$ cat src/logic/seq_cmd_pkg.sv
// sequencer command word format and the widths of the command path
package seq_cmd_pkg;

    typedef logic [31:0] cmd_word_t; // one command memory word

    // widths
    localparam int cmd_addr_w   = 10; // word address inside one memory
    localparam int run_addr_w   = 11; // msb picks the memory bank
    localparam int pause_w      = 10; // nop pause counter
    localparam int sdram_addr_w = 15; // sd_a pins
    localparam int bank_w       = 3;  // sd_ba pins

    // field positions inside cmd_word_t
    localparam int sdram_addr_lsb = 0;  // bits 14..0
    localparam int bank_lsb       = 15; // bits 17..15
    localparam int ras_bit        = 18; // active high in the word
    localparam int cas_bit        = 19;
    localparam int we_bit         = 20;
    localparam int odt_bit        = 21;
    localparam int cke_bit        = 22; // toggles the cke level
    localparam int add_pause_bit  = 23; // one nop cycle after this command

    // nop only (ras, cas, we all zero)
    localparam int pause_lsb = 0;  // pause length in address bits 9..0
    localparam int done_bit  = 10; // end of sequence

endpackage

$ cat src/logic/cmd_issue.sv
// issue stage: decodes the command word and registers the memory command pins
`timescale 1ns/100ps

module cmd_issue import seq_cmd_pkg::*; (
    input  logic                    mclk,
    input  logic                    rst,
    input  cmd_word_t               cmd_word,
    input  logic                    cmd_valid,
    input  logic                    cmda_en,
    input  logic                    ddr_rst,
    input  logic                    ddr_cke,
    output logic                    is_nop,        // ras, cas, we all zero
    output logic                    add_pause_req,
    output logic [pause_w-1:0]      pause_len,     // meaningful for nop only
    output logic                    done_word,
    output logic [sdram_addr_w-1:0] sd_a,
    output logic [bank_w-1:0]       sd_ba,
    output logic                    sd_ras_n,
    output logic                    sd_cas_n,
    output logic                    sd_we_n,
    output logic                    sd_odt,
    output logic                    sd_cke,
    output logic                    sd_rst_n
);

    logic en; // word goes out on the pins

    assign is_nop        = !(cmd_word[ras_bit] || cmd_word[cas_bit] || cmd_word[we_bit]);
    assign add_pause_req = cmd_word[add_pause_bit];
    assign pause_len     = cmd_word[pause_lsb +: pause_w];
    assign done_word     = is_nop && cmd_word[done_bit];
    assign en            = cmd_valid && cmda_en;

    always_ff @(posedge mclk or posedge rst) begin
        if (rst) begin
            sd_a     <= '0;
            sd_ba    <= '0;
            sd_ras_n <= 1'b1; // nop
            sd_cas_n <= 1'b1;
            sd_we_n  <= 1'b1;
            sd_odt   <= 1'b0;
            sd_cke   <= 1'b0;
            sd_rst_n <= 1'b0; // memory held in reset
        end else begin
            sd_a     <= en ? cmd_word[sdram_addr_lsb +: sdram_addr_w] : '0;
            sd_ba    <= en ? cmd_word[bank_lsb +: bank_w] : '0;
            sd_ras_n <= !(en && cmd_word[ras_bit]);
            sd_cas_n <= !(en && cmd_word[cas_bit]);
            sd_we_n  <= !(en && cmd_word[we_bit]);
            sd_odt   <= en && cmd_word[odt_bit];
            sd_cke   <= ddr_cke ^ (cmd_valid && cmd_word[cke_bit]); // per-command toggle
            sd_rst_n <= !ddr_rst;
        end
    end

endmodule

$ cat config.mk
export PLATFORM = sky130hd
export DESIGN_NAME = cmd_issue
export DESIGN_NICKNAME = d
export VERILOG_FILES = /design/src/logic/seq_cmd_pkg.sv /design/src/logic/cmd_issue.sv
export SDC_FILE = /design/constraint.sdc
export NUM_CORES = 1
export LEC_CHECK = 0
export BUFFER_PORTS_ARGS = -buffer_cell sky130_fd_sc_hd__buf_2
export CORE_UTILIZATION = 39
export CTS_BUF_LIST = sky130_fd_sc_hd__clkbuf_4 sky130_fd_sc_hd__clkbuf_8
export DETAILED_ROUTE_END_ITERATION = 7
export GPL_ROUTABILITY_DRIVEN = 0
export PLACE_DENSITY = 0.81
export SLEW_MARGIN = 20
export SYNTH_ARGS = -nofsm -noshare
export SYNTH_HDL_FRONTEND = slang
export SYNTH_SLANG_ARGS = --single-unit
$ cat constraint.sdc
create_clock -name mclk -period 0.8 [get_ports mclk]
set_input_delay 0 -clock mclk [delete_from_list [all_inputs] [get_ports mclk]]
set_output_delay 0 -clock mclk [all_outputs]
set_load 0.01 [all_outputs]
# ---- Word-level counts from Yosys, hierarchy flattened
# Cells that the tools add are included.
# W data, S select, Z words.
dict set report totals {
  ff_bits 24
  out_inout_bits 37
  elab_cells 25
}
dict set report op_classes {
  mux 2
  bitwise_logic 1
  reduce_logical 14
}
# operator n
set op_table {}
lappend op_table {{$mux W15} 1}
lappend op_table {{$logic_and A1 B1 Y1} 7}
lappend op_table {{$logic_not A1 Y1} 5}
lappend op_table {{$mux W3} 1}
lappend op_table {{$logic_or A1 B1 Y1} 2}
lappend op_table {{$xor A1 B1 Y1} 1}

# ---- Longest topological paths before layout
dict set report depth {
  ltp_word 4
  ltp_mapped 2
  mapped_depth_nobuf 2
}

# ---- Worst setup path after synthesis
# No wires, ideal clock.
dict set report synth_timing {
  path_kind {reg-to-output}
  startpoint {register sd_cas_n}
  endpoint {output port sd_cas_n}
  t_arrival_ns 0.520
  required_time_ns 0.800
  setup_slack_ns 0.280
  stages_incl_launch_ff 1
  path_cell_list {dfstp_2}
}
# item line_no
set synth_rtl {}
lappend synth_rtl {{from (decl)} cmd_issue.sv:19} ;# output logic sd_cas_n,
lappend synth_rtl {{from (signal assigned)} cmd_issue.sv:48} ;# sd_cas_n <= !(en && cmd_word[cas_bit]);
# No word-level cell between the ends.

# ---- Worst setup path after layout
dict set report layout_timing {
  startpoint {register sd_we_n}
  endpoint {output port sd_we_n}
}
# item line_no
set layout_rtl {}
lappend layout_rtl {{from (decl)} cmd_issue.sv:20} ;# output logic sd_we_n,
lappend layout_rtl {{from (signal assigned)} cmd_issue.sv:49} ;# sd_we_n <= !(en && cmd_word[we_bit]);
# No word-level cell between the ends.

==> impl_metrics.csv <==
group,metric,value,unit
run_status,violations,"setup timing",
pwr,power.leakage,0.863,nW
setup_path,worst-path-buf-inv,1,
finish,n_fill_cell,139,
global_routing,grt_usage,19.6,%
floorplan,core,2060,µm²
yosys,syn_inst,67,
global_routing,antenna_found_initial,0,
route,vias,757,
setup_path,cp_slowest_stage_delay,0.55,ns
timing,hold_violations,0,
setup_path,worst-setup-path-type,"flop to primary output",
hold_path,whs_endpoint,"add_pause_req",
finish,n_antenna_cell,0,
yosys,ys_warn_count,0,
route,drc,0,
timing,tightest_slew,0.327,ns
yosys,yosys.area.top_type,"dfrtp_1",
run_status,status,"finished, violations left",
floorplan,design.die.area,2480,µm²
setup_path,worstSetupStartpointType,"flop",
hold_path,hold_class,"primary input to primary output",
pwr,p_total,2.31,mW
clock_tree,cts_setup_buffers,0,
timing,min_period,0.943,ns
yosys,synth-seq-cells,24,
hold_path,hp-start,"cmd_word[23]",
clock_tree,cts_sinks,24,
yosys,ys_seq_area_share,67.7,%
pwr,ir_drop,1.04,mV
placed_design,post-dp-hpwl,1430,µm
pwr,powerDensity,1550,nW/µm²
timing,finalCritPeriodShare,118,%
clock_tree,cts_buffers,3,
timing,fin_ws,-0.143,ns
timing,whs,0.00000447,ns
clock_tree,tritoncts,"yes",
timing,finalSetupViolCount,23,
clock_tree,htree_levels,1,
global_routing,grt_pass1_wl,3600,µm
route,ant_nets,0,
clock_tree,cts_buffer_depth,2,
setup_path,cp.required,0.80,ns
placed_design,dp_slack,0.148,ns
finish,drive_gt1_share,49.3,%
global_routing,grt_max_degree,25,
setup_path,worstPathMaxFanout,1,
route,wl_per_cell,13.4,µm
yosys,synth_area,892,µm²
floorplan,io_pins,75,
floorplan,start_util,43.3,%
finish,area_growth,66.8,%
timing,grt_setup_unrepaired,"true",
setup_path,path_depth,1,
floorplan,die_x,49.8,µm
placed_design,io_buffers,64,
hold_path,min_path_cells,0,
floorplan,die_h,49.8,µm
yosys,yosysTopAreaCellShare,58.9,%
timing,slew_headroom,78.2,%
yosys,avgSynthCellArea,13.3,µm²
timing,slew_viol_final,0,
job,maxCapViolations,0,
route,wl,2270,µm
yosys,synth.distinct_cells,13,
clock_tree,clkSlewWorstSetupHoldPaths,0.12,ns
timing,max_freq,1.06,GHz
setup_path,cp.arrival,0.94,ns
global_routing,grt_overflow_total,0,
yosys,synth_area_leaders,"dfrtp_1, and3_1, buf_4, dfstp_2, buf_6",
setup_path,cp-end-kind,"primary output",
global_routing,first_global_vias,766,
setup_path,path_cells,"buf_6",
setup_path,cp_top_family,"flip-flops",
yosys,syn_nets,105,
finish,finalNetCount,181,
setup_path,slowest_stage,"dfstp_2",
route,first_iter_violations,7,
finish,fin_util,72.1,%
route,viasPerCell,4.48,
route,dr.pass1.iters,4,
clock_tree,cts_root_buf,"clkbuf_4",
floorplan,rows,16,
==> area by class of cell <==
class | instances | area (µm²) | area share, %
clock buffer | 4 | 36.3 | 2.44
inverter | 2 | 7.51 | 0.505
multi-input combinational | 26 | 165 | 11.1
timing repair buffer | 86 | 641 | 43.1
tap | 27 | 33.8 | 2.27
sequential | 24 | 604 | 40.6
==> placed cells by master (no fill, tap or decap), drive strengths merged <==
| master | n |
|---|---|
| nand2 | 1 |
| clkbuf | 4 |
| dfstp | 3 |
| dfrtp | 21 |
| inv | 2 |
| buf | 60 |
| dlygate4sd3 | 25 |
| dlymetal6s4s | 1 |
| nor3 | 1 |
| xnor2 | 1 |
| nand3 | 3 |
| and2 | 1 |
| and3 | 19 |
==> cells by family after synthesis <==
logic type	count (synthesis)	share of synthesized area (%)
and+or+nand+nor	25	17.5
xor gates and xnor gates	1	0.982
buffers and inverters	17	13.7
DFF	24	67.7
==> synth_stat cells <==
cell type / count
xnor2_1: 1
and3_2: 2
nor3_2: 1
nand3_1: 3
buf_6: 2
dfrtp_1: 21
buf_4: 11
dfstp_2: 3
inv_1: 2
and2_1: 1
and3_1: 17
buf_2: 2
nand2_1: 1
==> where the power goes <==
group / switching [mW] / leakage [nW] / total [mW] / internal [mW]
logic: 0.179 / 0.531 / 0.418 / 0.239
clock network: 0.336 / 0.0210 / 0.613 / 0.277
registers: 0.0147 / 0.311 / 1.28 / 1.27
==> metrics by stage <==
step | area, µm² | cells | TNS (ns)
3_3_place_gp | 1150 | 144 | 0
5_1_grt | 1490 | 169 | -1.57
6_report | 1490 | 169 | -0.660
4_1_cts | 1480 | 174 | -1.07
3_5_place_dp | 1150 | 144 | 0
2_1_floorplan | 892 | 67 | 0
==> per-layer routing <==
layer	global-route usage, %	wire (µm)
met2	35.8	1260
met1	23.8	862
met5	0	0
met4	7.14	39
met3	1.54	105
==> registers in the layout, summed over array words and instances (netlist names) <==
| signal | cells |
|---|---|
| sd_ba | 3 |
| sd_cas_n | 1 |
| sd_we_n | 1 |
| sd_rst_n | 1 |
| sd_odt | 1 |
| sd_a | 15 |
| sd_ras_n | 1 |
| sd_cke | 1 |
==> what timing repair did <==
item                                    in CTS  in global routing
resized for setup                            5                  6
hold buffers                                26                  0
endpoints found under the hold margin       48                  0
endpoints found under the setup margin      24                 33
==> worst max-delay path by stage <==
stage	to	slack, ns	from
after floorplan	sd_cas_n	0.28	sd_cas_n
after CTS	sd_we_n	-0.16	sd_we_n
after global routing	sd_we_n	-0.18	sd_we_n
after global placement	sd_cke	0.18	cmd_valid
after detailed placement	sd_cke	0.15	cmd_valid
final	sd_we_n	-0.14	sd_we_n
Note: power is estimated with default switching activity, not from simulation.
