--- src/logic/seq_regmap_pkg.sv ---
// control register map of the byte-serial programming port, 0-bit command window
package seq_regmap_pkg;

    // 0-bit commands: address alone carries the value, bit 0 is the new level
    localparam logic [9:0] phy_0bit_base = 10'h020; // window base
    localparam logic [9:0] phy_0bit_mask = 10'h3f0; // bits compared against base

    // sub-addresses inside the window, bits 3..1 pick the level
    localparam logic [3:0] sub_cmda_en   = 4'h4; // command/address pins enable
    localparam logic [3:0] sub_sdrst_act = 4'h6; // memory reset level
    localparam logic [3:0] sub_cke_en    = 4'h8; // clock enable level

    // memory reset asserted until software releases it
    localparam logic dflt_ddr_rst = 1'b1;

endpackage

--- src/logic/cmd_deser.sv ---
// byte-serial address collector, pulses a write for 0-bit command window hits
`timescale 1ns/100ps

module cmd_deser import seq_regmap_pkg::*; (
    input  logic       mclk,
    input  logic       rst,
    input  logic [7:0] cmd_ad,   // low byte with stb, then bits 9..8
    input  logic       cmd_stb,
    output logic [3:0] sub_addr, // valid with write
    output logic       write
);

    logic       hi_byte;   // second byte on cmd_ad now
    logic [7:0] addr_lo;   // first byte
    logic [9:0] full_addr;
    logic       hit;

    assign full_addr = {cmd_ad[1:0], addr_lo};
    assign hit       = ((full_addr ^ phy_0bit_base) & phy_0bit_mask) == 10'h000;

    always_ff @(posedge mclk or posedge rst) begin
        if (rst) begin
            hi_byte <= 1'b0;
            write   <= 1'b0;
        end else begin
            hi_byte <= cmd_stb;        // one byte after the strobe
            write   <= hi_byte && hit; // single cycle pulse
        end
    end

    always_ff @(posedge mclk) begin
        if (cmd_stb) begin
            addr_lo <= cmd_ad;
        end
        if (hi_byte) begin
            sub_addr <= full_addr[3:0]; // held until the next command
        end
    end

endmodule

--- src/logic/phy_ctrl_regs.sv ---
// control levels for the memory pins, set and cleared by 0-bit commands
`timescale 1ns/100ps

module phy_ctrl_regs import seq_regmap_pkg::*; (
    input  logic       mclk,
    input  logic       rst,
    input  logic [7:0] cmd_ad,
    input  logic       cmd_stb,
    output logic       cmda_en, // command/address pins enabled
    output logic       ddr_rst, // active high memory reset
    output logic       ddr_cke  // base cke level
);

    logic [3:0] sub_addr;
    logic       write;

    cmd_deser u_deser (
        .mclk     (mclk),
        .rst      (rst),
        .cmd_ad   (cmd_ad),
        .cmd_stb  (cmd_stb),
        .sub_addr (sub_addr),
        .write    (write)
    );

    // even/odd sub-address pair per level, lsb is the value
    always_ff @(posedge mclk or posedge rst) begin
        if (rst) begin
            cmda_en <= 1'b0;
            ddr_rst <= dflt_ddr_rst;
            ddr_cke <= 1'b0;
        end else if (write) begin
            if (sub_addr[3:1] == sub_cmda_en[3:1]) begin
                cmda_en <= sub_addr[0];
            end
            if (sub_addr[3:1] == sub_sdrst_act[3:1]) begin
                ddr_rst <= sub_addr[0];
            end
            if (sub_addr[3:1] == sub_cke_en[3:1]) begin
                ddr_cke <= sub_addr[0];
            end
        end
    end

endmodule

--- config.mk ---
export PLATFORM = sky130hd
export DESIGN_NAME = phy_ctrl_regs
export DESIGN_NICKNAME = d
export VERILOG_FILES = /design/src/logic/seq_regmap_pkg.sv /design/src/logic/cmd_deser.sv /design/src/logic/phy_ctrl_regs.sv
export SDC_FILE = /design/constraint.sdc
export NUM_CORES = 1
export LEC_CHECK = 0
export BUFFER_PORTS_ARGS = -buffer_cell sky130_fd_sc_hd__buf_2
export CAP_MARGIN = 20
export CORE_AREA = 2 2 39 41
export DETAILED_ROUTE_END_ITERATION = 10
export DIE_AREA = 0 0 41 43
export PLACE_DENSITY = 0.63
export SKIP_CTS_REPAIR_TIMING = 1
export SLEW_MARGIN = 15
export SYNTH_ARGS = -nofsm -noshare
export SYNTH_HDL_FRONTEND = slang
export SYNTH_SLANG_ARGS = --single-unit
--- constraint.sdc ---
create_clock -name mclk -period 1.4 [get_ports mclk]
set_input_delay 0.07 -clock mclk [delete_from_list [all_inputs] [get_ports mclk]]
set_output_delay 0.07 -clock mclk [all_outputs]
set_load 0.01 [all_outputs]
# Yosys cells after proc, flatten, opt, wreduce, memory -nomap -nowiden
# Cells that the tools add are included.
[totals]
wordCells = 16
reg_bits = 17
[op_classes]
eq_ne = 3
n_reduce_logical = 5
bitwise_logic = 1
[op_table]
columns = ["op", "n"]
rows = [
  ["zero test 10 bit", 1],
  ["== test 3 x 2 -> 1 bit, second input constant", 2],
  ["AND reduction 2 bit", 3],
  ["== test 3 bit, second input constant", 1],
  ["logical AND 1 bit", 1],
  ["inverter 1 bit", 1],
]

# Logic depth before layout (Yosys ltp)
[logic_depth]
word_depth = 3
mapped_depth = 2

# By module
# Synthesis repeated with hierarchy kept, for this count alone.
[hier_totals]
cells_unflattened = 28
area_unflattened_um2 = 588.1
[modules_own_cells]
columns = ["module", "instances", "area_each_um2", "cells_per_inst", "seq_area_each_um2"]
rows = [
  ["cmd_deser", 1, 432.9, 18, 410.4],
  ["phy_ctrl_regs", 1, 155.1, 10, 76.3],
]

# Worst setup path after synthesis
# OpenSTA, ideal clock, no wires.
[synth_timing]
path_kind = "register to register"
start = "register u_deser.sub_addr[1]"
end = "register cmda_en"
path_slack_ns = 0.257
setup_time_ns = 0.125
path_stages_with_launch = 3
arrival_time_ns = 1.018
path_buffers = 0
t_required_ns = 1.275
cell_sequence = "edfxtp_1 > nor4bb_1 > mux2_2"
[synth_between]
elab_chain_cells = 2
[synth_lines]
columns = ["element", "line_no", "text"]
rows = [
  ["from (decl)", "cmd_deser.sv:9", "output logic [3:0] sub_addr,"],
  ["from (signal assigned)", "cmd_deser.sv:36", "sub_addr <= full_addr[3:0];"],
  ["== test 3 x 2 -> 1 bit", "phy_ctrl_regs.sv:33", "if (sub_addr[3:1] == sub_cmda_en[3:1]) begin"],
  ["AND reduction 2 bit (no source line)", "n/a", ""],
  ["to (signal assigned)", "phy_ctrl_regs.sv:34", "cmda_en <= sub_addr[0];"],
  ["to (decl)", "phy_ctrl_regs.sv:9", "output logic cmda_en,"],
]
# Every way passes these cells.
# A chain may end at the register's enable or synchronous reset.

# Worst setup path after layout
[layout_timing]
start = "input port cmd_ad[1]"
end = "register u_deser.write"
[layout_between]
elab_chain_cells = 2
[layout_lines]
columns = ["element", "line_no", "text"]
rows = [
  ["from (decl)", "phy_ctrl_regs.sv:7", "input logic [7:0] cmd_ad,"],
  ["zero test 10 bit", "cmd_deser.sv:19", "assign hit = ((full_addr ^ phy_0bit_base) & phy_0bit_mask) == 10'h000;"],
  ["logical AND 1 bit", "cmd_deser.sv:27", "write <= hi_byte && hit;"],
  ["to (signal assigned)", "cmd_deser.sv:27", ""],
  ["to (decl)", "cmd_deser.sv:10", "output logic write"],
]
# Every way passes these cells.

==> results.toml <==
[min_path]
hp-class = "primary input to async pin"

[sta]
tightest_slew_ns = 0.286
max_freq_ghz = 0.790
fin_crit_ns = 1.27
finClkSkew_ns = 0.00136
finalSetupViolations = 0
hold_viol = 0
relSlewSlack_pct = 80.6
slew_viol_final = 0
tns_ns = 0
rsz0062_at_grt = "false"
fin_crit_sh_pct = 90.4

[placement]
gp_congestion = 0.625
io_buffers = 13
placedCellCount = 56
dp_hpwl_um = 646

[detailed_routing]
wl_um = 845
vias_per_cell = 4.60
drt_iter0_drc = 2
vias = 322
routedWlPerCell_um = 12.1
ant_nets = 0
drc = 0
dr.pass1.iters = 2

[grt]
grt_max_degree = 10
overflow = 0
gr-max-usage-layer = "met2"
grt_first_pass_wirelength_um = 1260
met1_usage_pct = 12.1
grt_use_met3_pct = 3.14
antenna_found_initial = 0
met2_usage_pct = 19.1
grt_pass1_vias = 312
grt_usage_pct = 11.1

[cts]
cts.sinks = 17
insertion_delay_ns = 0.27
clockBufferDepth = 2
cts_root_buffer = "clkbuf_4"
clk_pin_slew_ns = 0.08
cts_tree = "done"
numCtsBuffers = 3
htree_levels = 1

[synthesis]
synth_top_family_by_area = "simple AND/OR/NAND/NOR gates"
yosys_register_bits = 17
seq_area_frac_synth_pct = 84.2
synth-xor-area-share_pct = 0
syn_avg_cell_area_um2 = 22.2
synth_compound_area_share_pct = 0
syn-instance-count = 26
synthMuxAreaShare_pct = 5.84
synth-adder-area-share_pct = 0
synthesis.area_um2 = 578
ys_types = 9
ys.warnings.count = 0
synth-simple-area-share_pct = 9.31
synth_nets = 37

[final_layout]
mostFrequentLayoutCells = "13 x buf_2, 12 x edfxtp_1, 10 x dlygate4sd3_1"
final_common_cell = "buf_2"
antenna_cells = 0
area_growth_pct = 37.9
fin_cells = 70
layout-drive-gt1-share_pct = 40.7
fin_nets = 66

[worst_setup_path]
critPathArrivalTime_ns = 1.45
end_kind = "flop"
critPathMaxFanout = 2
startpoint_type = "primary input"
cp.required_ns = 1.59
critPathKind = "primary input to flop"

[power_and_ir_drop]
p_leak_nw = 0.329
power_density_nw_per_um2 = 1120
ir_drop_v = 0.000568

[flow_run]
max-cap-violations = 0

[die]
initial_core_util_pct = 41.8
fp.coreArea_um2 = 1380
io_pins = 14
fp.dieArea_um2 = 1760
die_width_um = 41
rows = 14
die_height_um = 43

[status]
status = "finished, final reports clean"
==> path summary, 6_finish.rpt <==
kind                                startpoint            end  slack, ns  cells after the start
setup / recovery                     cmd_ad[1]  u_deser.write       0.13                      4
hold / removal                             rst  u_deser.write       0.22                      3
setup reg to reg           u_deser.sub_addr[1]        cmda_en       0.16                      2
hold reg to reg             u_deser.addr_lo[7]  u_deser.write       0.42                      1
max in group asynchronous                  rst        ddr_rst       0.94                      3
min in group mclk           u_deser.addr_lo[7]  u_deser.write       0.42                      1
==> critical path, cell delays in order <==
cell and delay [ns]:
dlygate4sd3_1 0.52, buf_2 0.12, or4b_1 0.52, nor4b_2 0.21
==> power by group <==
part           switching [mW]  internal (mW)
Clock                   0.127          0.110
Combinational          0.0199         0.0386
Sequential             0.0155          0.580
==> registers in the layout (all words and copies together) (netlist names) <==
name and cells:
u_deser.addr_lo 8, u_deser.sub_addr 4, cmda_en 1, ddr_cke 1
ddr_rst 1, u_deser.hi_byte 1, u_deser.write 1
==> metrics by stage <==
stage                     cell area, um^2  setup WS [ns]  utilization (%)  power (mW)  hold WS, ns
after floorplan                       578          0.257                -       0.614       -0.152
after global placement                671          0.214             48.5       0.640      -0.0326
after detailed placement              671          0.167             48.5       0.646      -0.0263
after CTS                             697          0.153             50.4       0.880       -0.327
after global routing                  797          0.102             57.6       0.941        0.237
final                                 797          0.135             57.6       0.891        0.222
==> cells by family after synthesis <==
kind of cell           count (synthesis)
DFF                                   17
and+or+nand+nor                        5
muxes                                  3
buffers and inverters                  1
==> per-layer routing <==
| metal | vias to the layer above | routed length (um) |
|---|---|---|
| li1 | 159 | - |
| met1 | 151 | 270 |
| met2 | 12 | 528 |
| met3 | 0 | 46 |
| met4 | 0 | 0 |
| met5 | - | 0 |
==> synth_stat cells <==
cell type	count	area share [%]
edfxtp_1	12	62
dfstp_2	1	4.5
nor4bb_1	2	3.5
nor4b_2	1	2.6
inv_1	1	0.65
nand4b_1	1	1.5
mux2_2	3	5.8
or4b_1	1	1.7
dfrtp_1	4	17
==> area by class of cell <==
cell class,instances,area [um^2]
multi-input combinational,8,87.6
sequential,17,487
timing repair buffer,24,173
tap,16,20.0
inverter,1,3.75
clock buffer,4,26.3
fill,112,587
Power figures use the tool's default switching activity.
